--- src/include/md_core_defines.svh ---
/*
 * Mega Drive glue core constants
 * Bridge regions, on-chip memory sizes, bus widths and the
 * cartridge save window shared by RTL and testbench
 */
`ifndef MD_CORE_DEFINES_SVH
`define MD_CORE_DEFINES_SVH

////////////////////////////////////////
// Host bridge
////////////////////////////////////////

`define MD_BRIDGE_AW      32
`define MD_BRIDGE_DW      32

// Top address nibbles of the bridge regions
`define MD_ROM_REGION     4'h1
`define MD_SAVE_REGION    4'h6
`define MD_MULTITAP_ADDR  32'h0000_0000

////////////////////////////////////////
// Memories and cartridge bus
////////////////////////////////////////

// ROM in 32-bit entries, save RAM in 16-bit words
`define MD_ROM_AW         10
`define MD_SAVE_AW        10
`define MD_CART_AW        23

// Top three cartridge address bits that select save RAM
`define MD_SAVE_WINDOW    3'd1

// Controllers
`define MD_PLAYERS        4
`define MD_KEY_W          16

`endif
--- src/verilog/md_core_pkg.sv ---
/*
 * Mega Drive glue core types
 * Bus structs, state and resolution enums and the colour level table
 */
`default_nettype none

`include "md_core_defines.svh"

package md_core_pkg;

    // One Genesis pad, a set bit means pressed
    typedef struct packed {
        logic z;
        logic y;
        logic x;
        logic mode;
        logic start;
        logic b;
        logic c;
        logic a;
        logic up;
        logic down;
        logic left;
        logic right;
    } md_pad_t;

    typedef struct packed {
        logic [`MD_CART_AW-1:0] addr;
        logic                   we;
        logic                   ube;
        logic                   lbe;
        logic [15:0]            wdata;
    } md_cart_cmd_t;

    // Save RAM access from the bridge side
    typedef struct packed {
        logic                   wr;
        logic                   rd;
        logic [`MD_SAVE_AW-1:0] addr;
        logic [15:0]            data;
    } md_save_cmd_t;

    typedef struct packed {
        logic                   wr;
        logic [`MD_ROM_AW-1:0]  addr;
        logic [31:0]            data;
    } md_rom_cmd_t;

    typedef enum logic [1:0] {
        RES_256X224,
        RES_320X224,
        RES_256X240,
        RES_320X240
    } md_res_e;

    typedef struct packed {
        logic        pix_ce;
        logic [3:0]  r;
        logic [3:0]  g;
        logic [3:0]  b;
        logic        hsync;
        logic        vsync;
        logic        hblank;
        logic        vblank;
        md_res_e     res;
    } md_vdp_pix_t;

    typedef struct packed {
        logic [23:0] rgb;
        logic        de;
        logic        hs;
        logic        vs;
    } md_video_t;

    typedef enum logic [1:0] {
        CART_IDLE,
        CART_ACCESS,
        CART_DONE
    } md_cart_state_e;

    // 4-bit console level to 8-bit scaler level
    localparam logic [7:0] md_color_levels [16] = '{
        8'd0,   8'd27,  8'd49,  8'd71,
        8'd87,  8'd103, 8'd119, 8'd130,
        8'd146, 8'd157, 8'd174, 8'd190,
        8'd206, 8'd228, 8'd255, 8'd255
    };

endpackage

`default_nettype wire

--- src/verilog/md_pad_mapper.sv ---
/*
 * Controller mapping
 * Host key words reordered into registered Genesis 12-button pads
 */
`timescale 1ns/1ps
`default_nettype none

`include "md_core_defines.svh"

module md_pad_mapper (
    input  wire                                     clk_74a,
    input  wire                                     reset_n,
    input  wire                                     multitap_i,
    input  wire  [`MD_PLAYERS-1:0][`MD_KEY_W-1:0]   cont_key_i,
    output md_core_pkg::md_pad_t [`MD_PLAYERS-1:0]  pad_o
);

    // Players beyond this need the multitap adapter
    localparam int BASE_PLAYERS = 2;

    function automatic md_core_pkg::md_pad_t map_keys(input logic [`MD_KEY_W-1:0] key);
        md_core_pkg::md_pad_t pad;
        pad.z     = key[9];
        pad.y     = key[6];
        pad.x     = key[8];
        pad.mode  = key[14];
        pad.start = key[15];
        pad.b     = key[4];
        pad.c     = key[5];
        pad.a     = key[7];
        // Host d-pad sits in the low nibble
        pad.up    = key[0];
        pad.down  = key[1];
        pad.left  = key[2];
        pad.right = key[3];
        return pad;
    endfunction

    ////////////////////////////////////////
    // Pad registers
    ////////////////////////////////////////

    always_ff @(posedge clk_74a) begin
        if (!reset_n) begin
            pad_o <= '0;
        end else begin
            for (int p = 0; p < `MD_PLAYERS; p++) begin
                if ((p < BASE_PLAYERS) || multitap_i) begin
                    pad_o[p] <= map_keys(cont_key_i[p]);
                end else begin
                    // Released
                    pad_o[p] <= '0;
                end
            end
        end
    end

endmodule

`default_nettype wire

--- config.mk ---
export PLATFORM = sky130hd
export DESIGN_NAME = md_pad_mapper
export DESIGN_NICKNAME = d
export VERILOG_FILES = /design/src/verilog/md_core_pkg.sv /design/src/verilog/md_pad_mapper.sv
export VERILOG_INCLUDE_DIRS = /design/src /design/src/include
export SDC_FILE = /design/constraint.sdc
export NUM_CORES = 1
export LEC_CHECK = 0
export BUFFER_PORTS_ARGS = -buffer_cell sky130_fd_sc_hd__buf_4
export CORE_MARGIN = 1.5
export CORE_UTILIZATION = 36
export CTS_CLUSTER_SIZE = 30
export DETAILED_ROUTE_END_ITERATION = 10
export HOLD_SLACK_MARGIN = 0.1
export PLACE_DENSITY_LB_ADDON = 0.15
export SLEW_MARGIN = 20
export SYNTH_ARGS = -nofsm -noshare
export SYNTH_HDL_FRONTEND = slang
export SYNTH_SLANG_ARGS = --single-unit
--- constraint.sdc ---
create_clock -name clk_74a -period 0.9 [get_ports clk_74a]
set_input_delay 0.18 -clock clk_74a [delete_from_list [all_inputs] [get_ports clk_74a]]
set_output_delay 0.18 -clock clk_74a [all_outputs]
set_load 0.01 [all_outputs]
### Word-level counts from Yosys, hierarchy flattened

Index checks and enable logic that the tools add are counted.

* input bits: 67
* register bits: 48
* output and inout port bits: 48
* logic and storage cells: 49

* reductions and logical operators: 1

Operator list (count)
* $reduce_and A2 Y1: 1

### Longest topological paths before layout

* depth in word-level cells: 1
* mapped depth: 3

### Worst setup path before layout

OpenSTA, ideal clock, no wires.

* path type: input port to flip-flop
* start point: input reset_n
* end point: register pad_o[24] (netlist name)
* data arrival time: 0.552 ns
* library setup time: 0.116 ns
* data required time: 0.784 ns
* path slack: 0.233 ns
* stages on the path: 3
* path through: buf_6 -> buf_8 -> and3_1

* cells in the longest elaborated chain, start to end: 1

RTL lines
* from (decl): RTL line md_pad_mapper.sv:12 `input wire reset_n,`
* $reduce_and A2 Y1 (no line)
* to (signal, indexed assignment): RTL line md_pad_mapper.sv:49 `pad_o[p] <= map_keys(cont_key_i[p]);`
* to (decl): RTL line md_pad_mapper.sv:15 `` output md_core_pkg::md_pad_t [`MD_PLAYERS-1:0] pad_o ``

No other way between the ends.
A chain may end at the register's enable or synchronous reset.

### Final worst setup path

* start point: register pad_o[3] (netlist name)
* end point: output pad_o[3] (netlist name)

No word-level cell between the ends.

==> impl_metrics.tcl <==
set metrics [dict create \
    max_freq_ghz 1.09 \
    ys_ff_latch 48 \
    ctsRootBufferMaster "clkbuf_8" \
    clock-sinks 48 \
    cpPeakStageDelay_ps 330 \
    p_comb_share_pct 14.5 \
    min_path_type "primary input to flop" \
    ant_nets 0 \
    cap_violations 0 \
    largest_reg_flops 48 \
    maxSlewHeadroom_pct 77.4 \
    postCtsSetupBuffers 0 \
    hpwl_um 2090 \
    switching_power_mw 0.885 \
    htree_levels 2 \
    pwr-share-clk_pct 30.5 \
    num_io_pins 115 \
    synthAdderAreaFrac_pct 0 \
    antenna_found_initial 0 \
    maxSlewViolCount 0 \
    firstDrtPassIters 4 \
    coreArea_mm2 0.00344 \
    num_antenna_cells 0 \
    outcome "finished with violations" \
    totalWireLength_um 3560 \
    synth_top_area_share_pct 72.7 \
    fp.dieH_um 63.6 \
    drtIter0Drc 30 \
    design_power_total_mw 4.16 \
    synth_common_cells "dfxtp_1 (48), and2_1 (24), and3_1 (24), buf_2 (4), buf_8 (2)" \
    synth_top_family_by_area "simple AND/OR/NAND/NOR gates" \
    wire_per_inst_um 13.1 \
    worst-path-max-fanout 1 \
    hold_viol 0 \
    grt_pass1_wl_um 5590 \
    finalCriticalPeriod_ps 915 \
    rsz0062_at_grt "yes" \
    syn_nets 170 \
    port_buffers 98 \
    syn_area_mm2 0.00132 \
    drc 0 \
    row_count 21 \
    synth.distinct_cells 6 \
    gp_congestion 0.616 \
    cp-start-kind "flop" \
    finalSetupViolations 32 \
    critPathKind "flop to primary output" \
    die_w_um 63.6 \
    synth_cells 103 \
    synth_enable_flop_cells 0 \
    path_clk_slew_ps 80 \
    crit_path_end_kind "primary output" \
    cts_made_buffers 5 \
    power.leakage_nw 1.29 \
    syn2layout_area_growth_pct 97.6 \
    start_util_pct 38.4 \
    viasPerCell 4.19 \
    synthFlopType "dfxtp_1" \
    fin_crit_sh_pct 102 \
    synth.most_common_cell "dfxtp_1" \
    hold_slack_ps 109 \
    yosysSeqAreaShare_pct 72.7 \
    overflow 0 \
    cts_buffer_depth 2 \
    die_area_mm2 0.00405 \
    pwr-share-seq_pct 55.0 \
    required_ps 720 \
    synth-compound-area-share_pct 0 \
    swShare_pct 21.3 \
    postSynthAreaPerCell_um2 12.8 \
    n_fill_cell 222 \
    synth-simple-area-share_pct 22.7 \
    regMostFlops "pad_o" \
    cp_cell_sequence "buf_6" \
    p_int_mw 3.27 \
    synth.area.mux_share_pct 0 \
    violations "setup timing" \
    place_area_mm2 0.00205 \
    drive_above_1_share_pct 67.1 \
    grt_max_degree 49 \
    yosysTopAreaCell "dfxtp_1" \
    setup_ws_ps -15.0 \
    reg.largest.list "pad_o (48)" \
    cp_num_buf_inv 1 \
    cp_top_family "flip-flops" \
    synth_xor_area_share_pct 0 \
    async_reset_ff_share_pct 0 \
    synth_top_cells_by_area "dfxtp_1 (73%), and2_1 (11%), and3_1 (11%)" \
    vias 1136 \
    stdcell_area_mm2 0.00261 \
    global_route.usage.total_pct 18.7 \
    slowest_stage "dfxtp_2" \
    cts_tree "yes" \
    max-vdd-ir-drop_mv 1.09 \
    critPathArrivalTime_ps 730 \
    p_per_area_mw_per_mm2 1590 \
    tightest_slew_ps 339 \
    num-nets-final 291 \
    ys_warn_count 0 \
    first_global_vias 1203 \
]
==> power groups by stage <==
stage	Sequential, mW	Clock [mW]	Combinational, mW
after floorplan	2.35	0	0.104
after global placement	2.30	0	0.453
after detailed placement	2.30	0	0.463
after CTS	2.28	1.31	0.601
after global routing	2.30	1.42	0.650
final	2.29	1.27	0.604
==> final timing paths <==
path              depth (start not counted)         to  slack, ps            from
setup / recovery                          1   pad_o[3]        -10        pad_o[3]
hold / removal                            2  pad_o[17]        110  cont_key_i[21]
==> placed cells by master, fill, tap and decap left out, drive strengths merged <==
cell         synthesis  final
and2                24     24
buf                  7     98
and3                24     24
clkinv               0      2
dlygate4sd3          0     23
dfxtp               48     48
clkbuf               0      6
==> metal layers <==
| metal | wire length, um | vias up | part of all wire, % | GRT usage [%] |
|---|---|---|---|---|
| li1 | - | 567 | - | - |
| met1 | 1230 | 514 | 35 | 17.0 |
| met2 | 2090 | 49 | 59 | 37.8 |
| met3 | 184 | 6 | 5.2 | 6.07 |
| met4 | 58 | 0 | 1.6 | 6.52 |
| met5 | 0 | - | 0 | 0 |
==> cell type report <==
cell class | instances | area, um2 | share of cell area, %
Sequential cell | 48 | 1020 | 38.9
Multi-Input combinational cell | 48 | 300 | 11.5
Clock inverter | 2 | 10.0 | 0.383
Tap cell | 46 | 57.6 | 2.20
Clock buffer | 6 | 82.6 | 3.16
Timing Repair Buffer | 121 | 1150 | 43.8
==> cells by family after synthesis <==
| logic type | count (synthesis) |
|---|---|
| flops | 48 |
| buf+inv | 7 |
| simple gates | 48 |
==> metrics by stage <==
stage,std cells,utilization (%),worst slack [ps],setup TNS (ps)
6_report,271,75.9,-15.0,-193
5_1_grt,271,75.9,-45.1,-1660
4_1_cts,271,75.3,-26.2,-632
3_5_place_dp,240,59.7,125,0
3_3_place_gp,240,59.7,160,0
2_1_floorplan,103,-,233,0
==> repair_timing <==
item / in CTS / in global routing
hold endpoints to repair: 23 / 0
hold buffers: 23 / 0
cloned: 0 / 0
setup endpoints to repair: 48 / 48
resized for setup: 75 / 18
Note: power is estimated with default switching activity, not from simulation.
