===== config.mk =====
export PLATFORM = sky130hd
export DESIGN_NAME = md_host_regs
export DESIGN_NICKNAME = d
export VERILOG_FILES = /design/src/verilog/md_core_pkg.sv /design/src/verilog/md_host_regs.sv
export VERILOG_INCLUDE_DIRS = /design/src /design/src/include
export SDC_FILE = /design/constraint.sdc
export NUM_CORES = 1
export LEC_CHECK = 0
export ABC_AREA = 1
export BUFFER_PORTS_ARGS = -buffer_cell sky130_fd_sc_hd__buf_4
export CAP_MARGIN = 20
export CORE_ASPECT_RATIO = 0.5
export CORE_UTILIZATION = 27
export DETAILED_ROUTE_END_ITERATION = 16
export PLACE_DENSITY = 0.69
export RECOVER_POWER = 100
export SYNTH_ARGS = -nofsm -noshare
export SYNTH_HDL_FRONTEND = slang
export SYNTH_SLANG_ARGS = --single-unit

===== constraint.sdc =====
create_clock -name clk_74a -period 2.35 [get_ports clk_74a]
set_clock_uncertainty 0.15 [all_clocks]
set_input_delay 0 -clock clk_74a [delete_from_list [all_inputs] [get_ports clk_74a]]
set_output_delay 0 -clock clk_74a [all_outputs]
set_load 0.01 [all_outputs]

===== src/include/md_core_defines.svh =====
/*
 * Mega Drive glue core constants
 * Bridge regions, on-chip memory sizes, bus widths and the
 * cartridge save window shared by RTL and testbench
 */
`ifndef MD_CORE_DEFINES_SVH
`define MD_CORE_DEFINES_SVH

////////////////////////////////////////
// Host bridge
////////////////////////////////////////

`define MD_BRIDGE_AW      32
`define MD_BRIDGE_DW      32

// Top address nibbles of the bridge regions
`define MD_ROM_REGION     4'h1
`define MD_SAVE_REGION    4'h6
`define MD_MULTITAP_ADDR  32'h0000_0000

////////////////////////////////////////
// Memories and cartridge bus
////////////////////////////////////////

// ROM in 32-bit entries, save RAM in 16-bit words
`define MD_ROM_AW         10
`define MD_SAVE_AW        10
`define MD_CART_AW        23

// Top three cartridge address bits that select save RAM
`define MD_SAVE_WINDOW    3'd1

// Controllers
`define MD_PLAYERS        4
`define MD_KEY_W          16

`endif

===== src/verilog/md_core_pkg.sv =====
/*
 * Mega Drive glue core types
 * Bus structs, state and resolution enums and the colour level table
 */
`default_nettype none

`include "md_core_defines.svh"

package md_core_pkg;

    // One Genesis pad, a set bit means pressed
    typedef struct packed {
        logic z;
        logic y;
        logic x;
        logic mode;
        logic start;
        logic b;
        logic c;
        logic a;
        logic up;
        logic down;
        logic left;
        logic right;
    } md_pad_t;

    typedef struct packed {
        logic [`MD_CART_AW-1:0] addr;
        logic                   we;
        logic                   ube;
        logic                   lbe;
        logic [15:0]            wdata;
    } md_cart_cmd_t;

    // Save RAM access from the bridge side
    typedef struct packed {
        logic                   wr;
        logic                   rd;
        logic [`MD_SAVE_AW-1:0] addr;
        logic [15:0]            data;
    } md_save_cmd_t;

    typedef struct packed {
        logic                   wr;
        logic [`MD_ROM_AW-1:0]  addr;
        logic [31:0]            data;
    } md_rom_cmd_t;

    typedef enum logic [1:0] {
        RES_256X224,
        RES_320X224,
        RES_256X240,
        RES_320X240
    } md_res_e;

    typedef struct packed {
        logic        pix_ce;
        logic [3:0]  r;
        logic [3:0]  g;
        logic [3:0]  b;
        logic        hsync;
        logic        vsync;
        logic        hblank;
        logic        vblank;
        md_res_e     res;
    } md_vdp_pix_t;

    typedef struct packed {
        logic [23:0] rgb;
        logic        de;
        logic        hs;
        logic        vs;
    } md_video_t;

    typedef enum logic [1:0] {
        CART_IDLE,
        CART_ACCESS,
        CART_DONE
    } md_cart_state_e;

    // 4-bit console level to 8-bit scaler level
    localparam logic [7:0] md_color_levels [16] = '{
        8'd0,   8'd27,  8'd49,  8'd71,
        8'd87,  8'd103, 8'd119, 8'd130,
        8'd146, 8'd157, 8'd174, 8'd190,
        8'd206, 8'd228, 8'd255, 8'd255
    };

endpackage

`default_nettype wire


===== src/verilog/md_host_regs.sv =====
/*
 * Host bridge decode
 * Multitap and download registers, ROM and save commands from bridge
 * strobes, registered read-data mux
 */
`timescale 1ns/1ps
`default_nettype none

`include "md_core_defines.svh"

module md_host_regs (
    input  wire                          clk_74a,
    input  wire                          reset_n,
    input  wire  [`MD_BRIDGE_AW-1:0]     bridge_addr_i,
    input  wire                          bridge_wr_i,
    input  wire  [`MD_BRIDGE_DW-1:0]     bridge_wr_data_i,
    input  wire                          bridge_rd_i,
    input  wire                          dataslot_write_i,
    input  wire                          dataslot_done_i,
    input  wire  [15:0]                  save_rd_data_i,
    output logic [`MD_BRIDGE_DW-1:0]     bridge_rd_data_o,
    output logic                         multitap_o,
    output logic                         download_o,
    output md_core_pkg::md_rom_cmd_t     rom_cmd_o,
    output md_core_pkg::md_save_cmd_t    save_cmd_o
);

    typedef enum logic {
        RD_OTHER,
        RD_SAVE
    } rd_region_e;

    logic [3:0]  region;
    logic        in_save;
    logic        rd_pend;
    rd_region_e  rd_region;

    assign region  = bridge_addr_i[`MD_BRIDGE_AW-1 -: 4];
    assign in_save = (region == `MD_SAVE_REGION);

    // ROM loading only while a data slot is in flight
    assign rom_cmd_o.wr   = bridge_wr_i && (region == `MD_ROM_REGION) && download_o;
    assign rom_cmd_o.addr = bridge_addr_i[`MD_ROM_AW+1:2];
    assign rom_cmd_o.data = bridge_wr_data_i;

    assign save_cmd_o.wr   = bridge_wr_i && in_save;
    assign save_cmd_o.rd   = bridge_rd_i && in_save;
    assign save_cmd_o.addr = bridge_addr_i[`MD_SAVE_AW:1];
    assign save_cmd_o.data = bridge_wr_data_i[15:0];

    always_ff @(posedge clk_74a) begin
        if (!reset_n) begin
            multitap_o       <= 1'b0;
            download_o       <= 1'b0;
            rd_pend          <= 1'b0;
            rd_region        <= RD_OTHER;
            bridge_rd_data_o <= '0;
        end else begin
            if (bridge_wr_i && (bridge_addr_i == `MD_MULTITAP_ADDR)) begin
                multitap_o <= bridge_wr_data_i[0];
            end
            if (dataslot_write_i) begin
                download_o <= 1'b1;
            end else if (dataslot_done_i) begin
                download_o <= 1'b0;
            end
            // Save RAM answers one cycle after the strobe
            rd_pend <= bridge_rd_i;
            if (bridge_rd_i) begin
                rd_region <= in_save ? RD_SAVE : RD_OTHER;
            end
            if (rd_pend) begin
                bridge_rd_data_o <= (rd_region == RD_SAVE) ? {16'h0000, save_rd_data_i} : '0;
            end
        end
    end

endmodule

`default_nettype wire


# After elaboration in Yosys (flattened, before gate mapping)
# Cells that the tools add are included.
[totals] register_bits=36 inputBits=86 output_inout_bits=105 word_cells=18
[op_classes] n_eq_ne=2 muxes=4 reduce_logical=7
[op_table] op="zero test 32 bit" n=1
[op_table] op="two-way mux 16 bit" n=1
[op_table] op="logical AND 1 bit" n=5
[op_table] op="equality test 4 x 1 -> 1 bit (second input constant)" n=1
[op_table] op="equality test 4 x 3 -> 1 bit (second input constant)" n=1
[op_table] op="two-way mux 1 bit" n=3
[op_table] op="nonzero test 2 bit" n=1

# Logic depth before layout (Yosys ltp)
[logic_depth] ltp_word=3 depth_mapped=9 ltp_nobuf=9

# Worst setup path before layout
# Ideal clock, no wire load.
[synth_timing] kind="reg-to-reg" startpoint="register rd_pend" endpoint="register bridge_rd_data_o[10]" setup_ns=0.071 t_arrival_ns=0.818 t_required_ns=2.129 path_slack_ns=1.311 stages_incl_launch_ff=6 n_path_buf=2 synth_period_minus_slack_ns=1.039 path_cell_list="dfxtp_1 buf_2 inv_2 buf_4 nand2_1 a21oi_1"
[synth_lines] item="from (decl)" line="md_host_regs.sv:35" source="logic rd_pend;"
[synth_lines] item="from (signal assigned)" line="md_host_regs.sv:68" source="rd_pend <= bridge_rd_i;"
[synth_lines] item="to (signal assigned)" line="md_host_regs.sv:73" source="bridge_rd_data_o <= (rd_region == RD_SAVE) ? {16'h0000, save_rd_data_i} : '0;"
[synth_lines] item="to (decl)" line="md_host_regs.sv:21" source="output logic [`MD_BRIDGE_DW-1:0] bridge_rd_data_o,"

==> impl_metrics.yaml <==
synth:
  yosys_warnings: 0
  synth_common_cells: "buf_4 (85), nand2_1 (29), nor2_1 (23), dfxtp_1 (20), a21oi_1 (19)"
  synth_top_area_cell: "buf_4"
  synth-xor-area-share_pct: 0
  synthMuxAreaShare_pct: 0
  synth-async-reset-ratio_pct: 0
  yosys.area_share.simple_pct: 20.9
  synth_top_family_by_area: "buffers and inverters"
  syn_inst: 215
  ys_ff_latch: 20
  syn_avg_cell_area_um2: 7.05
  syn-cell-area_um2: 1520
  yosys-top-cells-area: "buf_4 (42%), dfxtp_1 (26%), nand2_1 (7.2%)"
  synth.top_cell.area_share_pct: 42.1
  synth_edf_count: 0
  synth.most_common_cell: "buf_4"
  synth_compound_area_share_pct: 6.27
  yosysSeqAreaShare_pct: 26.4
  synth-adder-area-share_pct: 0
  synth_ff_type: "dfxtp_1"
  synth.distinct_cells: 16
routing:
  drtIter0Drc: 50
  wire_per_inst_um: 12.3
  vias: 1508
  via_per_inst: 4.12
  drc_errors: 0
  drtPass1Iterations: 4
  wl_um: 4490
  antenna_left: 0
clock_tree:
  cts_tree: "done"
  h-tree-depth: 1
  clockBufferDepth: 2
  clk_latency_ns: 0.26
  cts_sinks: 20
  cts_resized: 0
  cts_buffers: 3
  cts_root_buffer: "clkbuf_8"
  path_clk_slew_ns: 0.07
global_routing:
  grt_max_degree: 19
  track_usage_pct: 14.3
  gr-total-overflow: 0
  grt_pass1_vias: 1441
  grt_pass1_wl_um: 6600
  antenna_found_initial: 0
cells_and_area:
  antennaDiodeCount: 0
  nets: 383
  stdcell_area_um2: 2180
  area_growth_pct: 44.0
  drive_gt1_share_pct: 19.6
  instances_no_fill: 366
timing:
  fin_ws_ns: 0.472
  holdWs_ns: 0.0658
  max_clock_freq_mhz: 532
  hold_viol_final: 0
  rsz0062_at_grt: "false"
  fin_crit_ns: 1.88
  slew_headroom_pct: 60.2
  worst_pin_slew_ns: 0.596
  maxSlewViolCount: 0
  finalSetupTns_ns: 0
  post-route-period-util_pct: 79.9
  setup_violations: 0
floorplan:
  die_w_um: 108
  die_area_um2: 5940
  core_area_um2: 5160
  io_pins: 191
  die_h_um: 55.0
  start_util_pct: 29.4
  num_rows: 18
power:
  powerDensity_nw_per_um2: 429
  irDropWorstVdd_v: 0.000268
  power.leakage_nw: 0.922
worst_setup_path:
  rr_worst_depth: 3
  required_ns: 2.20
  crit_fanout: 2
  crit_end: "save_cmd_o[26]"
  end_kind: "output pin"
  r2r-end: "bridge_rd_data_o[8]"
  cp-start-kind: "input port"
  ff2ff_setup_slack_ns: 0.77
  cp-startpoint: "bridge_addr_i[31]"
  reg2reg_from: "rd_pend"
  worstPathArrival_ns: 1.73
  worstSetupPathType: "input port to output pin"
place:
  port-buffer-count: 97
  postPlaceCellArea_um2: 1730
  gp_congestion: 0.753
  pre_cts_slack_ns: 0.969
  hpwl_um: 3290
  placed_cells: 307
worst_hold_path:
  hold_path.class: "input port to register"
run_status:
  status: "completed"
run:
  maxCapViolCount: 0
## final cells by class
class / count / area [um^2]
fillers: 518 / 2970
repair buffers: 152 / 1120
multi-input cells: 110 / 469
flip-flops and latches: 20 / 400
well taps: 70 / 87.6
clock buffers: 3 / 41.3
inverters: 10 / 37.5
clock inverters: 1 / 30.0
## per-stage QoR
stage | utilization [%] | power (mW)
floorplan | - | 0.531
global placement | 33.5 | 0.514
detailed placement | 33.5 | 0.517
CTS | 45.5 | 0.959
global route | 42.3 | 0.971
finish | 42.3 | 0.937
## critical path, cell delays in order
cell and delay, ns:
dlygate4sd3_1 0.54, clkbuf_4 0.14, nor3_1 0.14, dlygate4sd3_1 0.56, inv_1 0.05, nor2_1 0.12
clkbuf_1 0.17
## logic make-up (layout without fill, tap and decap cells)
group           count (synthesis)  count (layout)
flops                          20              20
simple gates                   75              75
buf+inv                       100             166
other cells                     1              16
compound gates                 19              19
## worst min path at each step
stage	startpoint	end	slack [ns]	cells after the start
floorplan	bridge_addr_i[29]	rom_cmd_o[42]	-0.1	1
global placement	bridge_wr_data_i[19]	rom_cmd_o[19]	-0.15	0
detailed placement	bridge_wr_data_i[19]	rom_cmd_o[19]	-0.15	0
CTS	bridge_addr_i[17]	multitap_o	0.004	6
global route	bridge_addr_i[4]	rom_cmd_o[34]	0.09	2
finish	bridge_addr_i[17]	multitap_o	0.07	6
## metal layers
| metal | track usage (%) | wire (um) | vias to the layer above |
|---|---|---|---|
| li1 | - | - | 730 |
| met1 | 14.7 | 1640 | 688 |
| met3 | 3.40 | 245 | 10 |
| met5 | 0 | 0 | - |
| met2 | 30.4 | 2530 | 80 |
| met4 | 3.65 | 68 | 0 |
## layout by cell type (no fill, tap or decap)
cell type      count
a21oi_1           19
and2_0             1
buf_4             51
bufinv_16          1
clkbuf_1          43
clkbuf_4           3
clkbuf_8           3
clkinv_1           1
conb_1            16
dfxtp_1           20
dlygate4sd3_1     55
inv_1              9
nand2_1           29
nand3_1           18
nor2_1            24
nor3_1             1
nor3b_1            1
or2_0              1
## repair_timing
| action | in CTS | in global routing |
|---|---|---|
| endpoints found under the hold margin | 66 | 0 |
| hold buffers | 55 | 0 |
| setup buffers | 0 | 0 |
## registers in the layout, indices dropped and copies added, names as in the netlist
name,flops
multitap_o,1
bridge_rd_data_o,16
rd_pend,1
download_o,1
rd_region,1
## report_power, final
group	internal, mW	switching, mW
logic	0.134	0.113
registers	0.342	0.00646
clock network	0.227	0.114
total	0.704	0.234
No activity file was read; power rests on OpenSTA's default activity.
