**src/include/md_core_defines.svh**
```systemverilog
/*
 * Mega Drive glue core constants
 * Bridge regions, on-chip memory sizes, bus widths and the
 * cartridge save window shared by RTL and testbench
 */
`ifndef MD_CORE_DEFINES_SVH
`define MD_CORE_DEFINES_SVH

////////////////////////////////////////
// Host bridge
////////////////////////////////////////

`define MD_BRIDGE_AW      32
`define MD_BRIDGE_DW      32

// Top address nibbles of the bridge regions
`define MD_ROM_REGION     4'h1
`define MD_SAVE_REGION    4'h6
`define MD_MULTITAP_ADDR  32'h0000_0000

////////////////////////////////////////
// Memories and cartridge bus
////////////////////////////////////////

// ROM in 32-bit entries, save RAM in 16-bit words
`define MD_ROM_AW         10
`define MD_SAVE_AW        10
`define MD_CART_AW        23

// Top three cartridge address bits that select save RAM
`define MD_SAVE_WINDOW    3'd1

// Controllers
`define MD_PLAYERS        4
`define MD_KEY_W          16

`endif
```
**src/verilog/md_core_pkg.sv**
```systemverilog
/*
 * Mega Drive glue core types
 * Bus structs, state and resolution enums and the colour level table
 */
`default_nettype none

`include "md_core_defines.svh"

package md_core_pkg;

    // One Genesis pad, a set bit means pressed
    typedef struct packed {
        logic z;
        logic y;
        logic x;
        logic mode;
        logic start;
        logic b;
        logic c;
        logic a;
        logic up;
        logic down;
        logic left;
        logic right;
    } md_pad_t;

    typedef struct packed {
        logic [`MD_CART_AW-1:0] addr;
        logic                   we;
        logic                   ube;
        logic                   lbe;
        logic [15:0]            wdata;
    } md_cart_cmd_t;

    // Save RAM access from the bridge side
    typedef struct packed {
        logic                   wr;
        logic                   rd;
        logic [`MD_SAVE_AW-1:0] addr;
        logic [15:0]            data;
    } md_save_cmd_t;

    typedef struct packed {
        logic                   wr;
        logic [`MD_ROM_AW-1:0]  addr;
        logic [31:0]            data;
    } md_rom_cmd_t;

    typedef enum logic [1:0] {
        RES_256X224,
        RES_320X224,
        RES_256X240,
        RES_320X240
    } md_res_e;

    typedef struct packed {
        logic        pix_ce;
        logic [3:0]  r;
        logic [3:0]  g;
        logic [3:0]  b;
        logic        hsync;
        logic        vsync;
        logic        hblank;
        logic        vblank;
        md_res_e     res;
    } md_vdp_pix_t;

    typedef struct packed {
        logic [23:0] rgb;
        logic        de;
        logic        hs;
        logic        vs;
    } md_video_t;

    typedef enum logic [1:0] {
        CART_IDLE,
        CART_ACCESS,
        CART_DONE
    } md_cart_state_e;

    // 4-bit console level to 8-bit scaler level
    localparam logic [7:0] md_color_levels [16] = '{
        8'd0,   8'd27,  8'd49,  8'd71,
        8'd87,  8'd103, 8'd119, 8'd130,
        8'd146, 8'd157, 8'd174, 8'd190,
        8'd206, 8'd228, 8'd255, 8'd255
    };

endpackage

`default_nettype wire

```
**src/verilog/md_video_out.sv**
```systemverilog
/*
 * Video output formatting
 * Console pixel stream to scaler format with colour expansion,
 * sync edge pulses, per-line vblank and the blanking mode word
 */
`timescale 1ns/1ps
`default_nettype none

module md_video_out (
    input  wire                          clk_74a,
    input  wire                          reset_n,
    input  wire  md_core_pkg::md_vdp_pix_t  pix_i,
    output md_core_pkg::md_video_t       video_o
);

    logic        hsync_prev;
    logic        vsync_prev;
    logic        vblank_line;
    logic        hs_rise;
    logic        vs_rise;
    logic        active;
    logic        de_q;
    logic        hs_q;
    logic        vs_q;
    logic [23:0] rgb_q;

    // Edges judged against the previous enabled pixel
    assign hs_rise = pix_i.hsync && !hsync_prev;
    assign vs_rise = pix_i.vsync && !vsync_prev;
    assign active  = !(pix_i.hblank || vblank_line);

    ////////////////////////////////////////
    // Sync and enable
    ////////////////////////////////////////

    always_ff @(posedge clk_74a) begin
        if (!reset_n) begin
            hsync_prev  <= 1'b0;
            vsync_prev  <= 1'b0;
            vblank_line <= 1'b0;
            de_q        <= 1'b0;
            hs_q        <= 1'b0;
            vs_q        <= 1'b0;
        end else if (pix_i.pix_ce) begin
            hsync_prev <= pix_i.hsync;
            vsync_prev <= pix_i.vsync;
            hs_q       <= hs_rise;
            vs_q       <= vs_rise;
            de_q       <= active;
            // Whole line follows vblank as seen at its hsync
            if (hs_rise) begin
                vblank_line <= pix_i.vblank;
            end
        end
    end

    ////////////////////////////////////////
    // Colour and mode word
    ////////////////////////////////////////

    always_ff @(posedge clk_74a) begin
        if (pix_i.pix_ce) begin
            if (active) begin
                rgb_q <= {md_core_pkg::md_color_levels[pix_i.r],
                          md_core_pkg::md_color_levels[pix_i.g],
                          md_core_pkg::md_color_levels[pix_i.b]};
            end else begin
                // Scaler slot index in the upper 11 bits
                rgb_q <= {9'd0, pix_i.res, 13'd0};
            end
        end
    end

    assign video_o.rgb = rgb_q;
    assign video_o.de  = de_q;
    assign video_o.hs  = hs_q;
    assign video_o.vs  = vs_q;

endmodule

`default_nettype wire

```
**config.mk**
```make
export PLATFORM = sky130hd
export DESIGN_NAME = md_video_out
export DESIGN_NICKNAME = d
export VERILOG_FILES = /design/src/verilog/md_core_pkg.sv /design/src/verilog/md_video_out.sv
export VERILOG_INCLUDE_DIRS = /design/src /design/src/include
export SDC_FILE = /design/constraint.sdc
export NUM_CORES = 1
export LEC_CHECK = 0
export BUFFER_PORTS_ARGS = -buffer_cell sky130_fd_sc_hd__buf_2
export CAP_MARGIN = 25
export CELL_PAD_IN_SITES_DETAIL_PLACEMENT = 1
export CELL_PAD_IN_SITES_GLOBAL_PLACEMENT = 1
export CORE_MARGIN = 8
export CORE_UTILIZATION = 35
export DETAILED_ROUTE_END_ITERATION = 8
export PLACE_DENSITY_LB_ADDON = 0.05
export SETUP_SLACK_MARGIN = 0.1
export SYNTH_ARGS = -nofsm -noshare
export SYNTH_HDL_FRONTEND = slang
export SYNTH_SLANG_ARGS = --single-unit
```
**constraint.sdc**
```tcl
create_clock -name clk_74a -period 1.6 [get_ports clk_74a]
set_input_delay 0 -clock clk_74a [delete_from_list [all_inputs] [get_ports clk_74a]]
set_output_delay 0 -clock clk_74a [all_outputs]
set_load 0.005 [all_outputs]
```
; ---- Yosys cells after proc, flatten, opt, wreduce, memory -nomap -nowiden
; Memories as Yosys holds them, arrays and structs flattened. A register that Yosys moved wholly into a read port is not among the register bits.
; Index checks and enable logic that the tools add are counted.
[word_totals]
regBits = 30
romBits = 384
input_bits = 21
output_inout_bits = 27
elab_cells = 31
memories = 3
[mem_list]
columns = memory, depth, word_bits, read_ports, rd_clocked_by_memory_dff, write_ports, line
row1 = (no name shown), 16, 8, 1, 0, 0, md_video_out.sv:66  ; md_core_pkg::md_color_levels[pix_i.b]};
row2 = (no name shown), 16, 8, 1, 0, 0, md_video_out.sv:65  ; md_core_pkg::md_color_levels[pix_i.g],
row3 = (no name shown), 16, 8, 1, 1, 0, md_video_out.sv:64  ; rgb_q <= {md_core_pkg::md_color_levels[pix_i.r],
[op_classes]
order_cmp = 3
muxes = 7
bitwise_logic = 3
n_reduce_logical = 7
[op_table]
columns = operator, n
row1 = $mux W8, 6
row2 = $ge A5 B5 Y1 const B, 3
row3 = $mux W15, 1
row4 = $not A4 Y5, 3
row5 = $logic_not A1 Y1, 3
row6 = $logic_and A1 B1 Y1, 2
row7 = $reduce_and A2 Y1, 1
row8 = $logic_or A1 B1 Y1, 1

; ---- Longest topological paths before layout
[depth]
ltp_word = 5
mapped_depth = 5
depth_no_buf = 5

; ---- Worst setup path before layout
; OpenSTA, ideal clock, no wires.
[synth_timing]
path_type = input-to-reg
startpoint = input port pix_i[10] (netlist name)
endpoint = register rgb_q[13], data pin
setup_ns = 0.260
t_arrival_ns = 1.028
required_time_ns = 1.340
path_slack_ns = 0.312
stages = 4
n_path_buf = 0
path_cell_list = inv_1 -> ha_1 -> mux4_2 -> mux2_4
[synth_between]
elab_chain_cells = 5
[synth_rtl]
columns = element, line
row1 = "start, declared", md_video_out.sv:12  ; input wire md_core_pkg::md_vdp_pix_t pix_i,
row2 = $not A4 Y5 (implied by the code), md_video_out.sv:65
row3 = $mem_v2 Z16 W8, --
row4 = $mux W8 (implied by the code) (2 in series), md_video_out.sv:65
row5 = $mux W15, md_video_out.sv:63  ; if (active) begin
row6 = "end signal, assigned", md_video_out.sv:64
row7 = "end signal, assigned", md_video_out.sv:69  ; rgb_q <= {9'd0, pix_i.res, 13'd0};
row8 = "end, declared", md_video_out.sv:25  ; logic [23:0] rgb_q;
; Every way passes these cells. The select of a mux whose other input is x is not followed.
; A chain may end at the register's enable or synchronous reset.

; ---- Worst setup path in the final report
; Ends and elaborated chain as after synthesis.

==> metrics.md <==
| Metric | Value |
|---|---|
| DRT Pass-1 Iters | 4 |
| Fraction of layout cells with a size suffix above 1 | between 20 and 30% |
| Commonest cells in the netlist | edfxtp_1, ha_1, a21oi_1, inv_1, nor2_1 |
| Die Ht | 88.3 µm |
| Worst-margin pin slew | between 0.3 and 0.4 ns |
| Final setup margin | about 0.33 ns |
| Final critical-path share of the clock period | roughly four fifths |
| Post-CTS sizing | 0 |
| Antenna fix cells | 0 |
| DR vias | between 1000 and 1500 |
| Adder-cell share of the synthesized area | 14.4% |
| H-tree depth | 2 |
| Synthesized flop and latch total | 30 |
| Max IR drop VDD | roughly 0.00032 V |
| Max Clk Rate | 0.787 GHz |
| Die Span X | 88.3 µm |
| Global-route usage over all layers | between 10% and 20% |
| Skew final | 0.00343 ns |
| Num CTS Buffers | 5 |
| Port bufs | 47 |
| DR vias/cell | about 4.8 |
| Worst-skew pair later-pin latency | about 0.28 ns |
| Simple-gate share of the synthesized area | about 13% |
| Worst setup SP type | primary input |
| FILL cells | 612 |
| Clk buf depth | 2 |
| Layout Nets | roughly 260 |
| Syn Nets | 211 |
| Post-Place Cells | 276 |
| Final count of pins violating max slew | 0 |
| Clock root cell | clkbuf_8 |
| Largest net degree at the start of global routing | 24 |
| Fin crit period | ~1.3 ns |
| Most numerous cell in the Yosys netlist | edfxtp_1 |
| Largest area contributor in the netlist | edfxtp_1 |
| Final setup fails | 0 |
| Design area | about 0.0022 mm² |
| CORE AREA | 0.00507 mm² |
| RSZ-0062 raised after global routing | no |
| Worst R2R Start | vblank_line |
| CP bufs+invs | 2 |
| Syn-to-layout area delta | 20.6% |
| Vias in the first global route | ~1400 |
| Final core utilization | 43.5% |
| Slew HR | around 80% |
| HP Start | reset_n |
| # Post-CTS Setup Buffers | 0 |
| Post-synthesis sequential area ratio | a little under half |
| Delay-heaviest family, CP | multiplexers |
| Slowest stage cell on the critical path | mux4_2 |
| Initial Util | between 30% and 40% |
| Antenna violations before repair | 0 |
| CTS tree | done |
| Post-synth top area share | 39.4% |
| Post-CTS Hold Buffers | 0 |
| Post-synthesis mux area share | 5.47% |
| Post-Synth XOR/XNOR Area | 0% |
| Fin cells | around 280 |
| Synth Area in Compound Gates | about 15% |
| Ports | between 40 and 50 |
| Status | finished, final reports clean |
| Worst hold path type | in2reg |
| Synth unique cells | 29 |
| Post-route ant nets | 0 |
| First-pass GRT wire length | 6.61 mm |
| Worst-path clk slew | 0.06 ns |
| Mapped cell area | 0.00183 mm² |
| Post-synth ARST share | 0% |
| Final hold violations | 0 |
| Data arrival at the endpoint of the critical path | roughly 1.3 ns |
| Setup Total Neg Slack | 0 ns |
| Detailed placement HPWL | 3.22 mm |
| RePlAce Congestion | around 0.76 |
| Largest family of logic cells by synthesized area | compound AO/OA/AOI/OAI gates |
| Max-Cap Viols | 0 |
| CP peak stage delay | ~0.46 ns |
| Main synth FF type | edfxtp_1 |
| CP endpoint kind | flip-flop |
| Number of flops mapped to enable cells by yosys | 24 |
| Footprint of the multi-input gates | between 800 and 900 µm² |
| Average size of a mapped cell | between 10 and 15 µm² |
| Synth warnings | 0 |
| Grt ovf | 0 |
| Die footprint | between 0.007 and 0.008 mm² |
| Syn Inst Count | between 150 and 200 |
| Crit path launch | pix_i[10] |
| Area post-placement | 0.00211 mm² |
| LEAKAGE | approximately 0.98 nW |
| Cell Pwr Density | ~870 mW/mm² |
| Post-place setup slack | ~0.022 ns |
| Crit Path Class | in2reg |
| Drt initial violations | 16 |
| Core Rows | 26 |
| Post-route DRC | 0 |
| CP Max Fanout | 7 |
| Worst EP required | roughly 1.6 ns |
| Register area | between 800 and 900 µm² |
| Num Clock Sinks | 30 |
| WL final | 4.10 mm |
| Crit-path cells | buf_2 -> inv_1 -> ha_1 -> mux4_2 -> mux2_4 |
| Top post-synthesis cells by area | edfxtp_1, ha_1, dfxtp_1, a21oi_1, o211ai_1 |
| Routed len/inst | between 10 and 15 µm |
-- layout by cell type (no fill, tap or decap), drive strengths merged, types with 2 or more instances in the layout --
cell    Yosys  routed
nand3b      6       6
nand2b      6       6
dfxtp       6       6
clkbuf      4       8
a21boi      2       2
inv        11      11
nor2       11      11
a21oi      17      17
o21ai       3       3
a211oi      6       6
edfxtp     24      24
ha         21      21
nor3        4       4
nor2b       8       8
nand2       7       7
o211ai      9       9
mux2i       4       4
buf         9      50
mux4        2       2
-- path summary, 6_finish.rpt --
path         slack, ns         to  cells after the start
min reg2reg       0.48       vs_q                      2
max reg2reg       0.42  rgb_q[14]                      4
min              0.004       de_q                      2
max               0.33  rgb_q[13]                      5
-- flip-flops by register name, indices dropped and copies added, names as in the netlist --
signal	flops
vsync_prev	1
hsync_prev	1
hs_q	1
de_q	1
vs_q	1
vblank_line	1
rgb_q	24
-- cell families after synthesis --
group / Yosys count
mux: 7
compound gates: 41
buf+inv: 24
flops: 30
simple gates: 46
fa+ha+maj: 21
-- stage by stage --
stage          hold WS [ns]  total power, mW
6_report            0.00393             1.91
5_1_grt              0.0210             2.01
4_1_cts            0.000260             1.94
3_5_place_dp          0.292             1.26
3_3_place_gp          0.260             1.25
2_1_floorplan         0.112             1.12
-- where the power goes --
| group | leakage [nW] | switching, mW | internal, mW |
|---|---|---|---|
| registers | 0.293 | 0.0151 | 0.907 |
| clock network | 0.0506 | 0.271 | 0.402 |
| logic | 0.632 | 0.176 | 0.139 |
| total | 0.976 | 0.462 | 1.45 |
-- metal layers --
metal | vias to the layer above | track usage [%] | part of all wire [%]
met4 | 0 | 4.15 | 1.3
li1 | 687 | - | -
met3 | 4 | 3.16 | 5.1
met2 | 26 | 19.6 | 52
met5 | - | 0 | 0
met1 | 645 | 11.7 | 41
-- cell type report --
cell class | count | area share [%]
multi-input cells | 115 | 39.8
flip-flops and latches | 30 | 38.1
repair buffers | 50 | 11.7
clock buffers | 8 | 4.59
well taps | 70 | 3.97
inverters | 11 | 1.87
(Power assumes the default switching activity.)
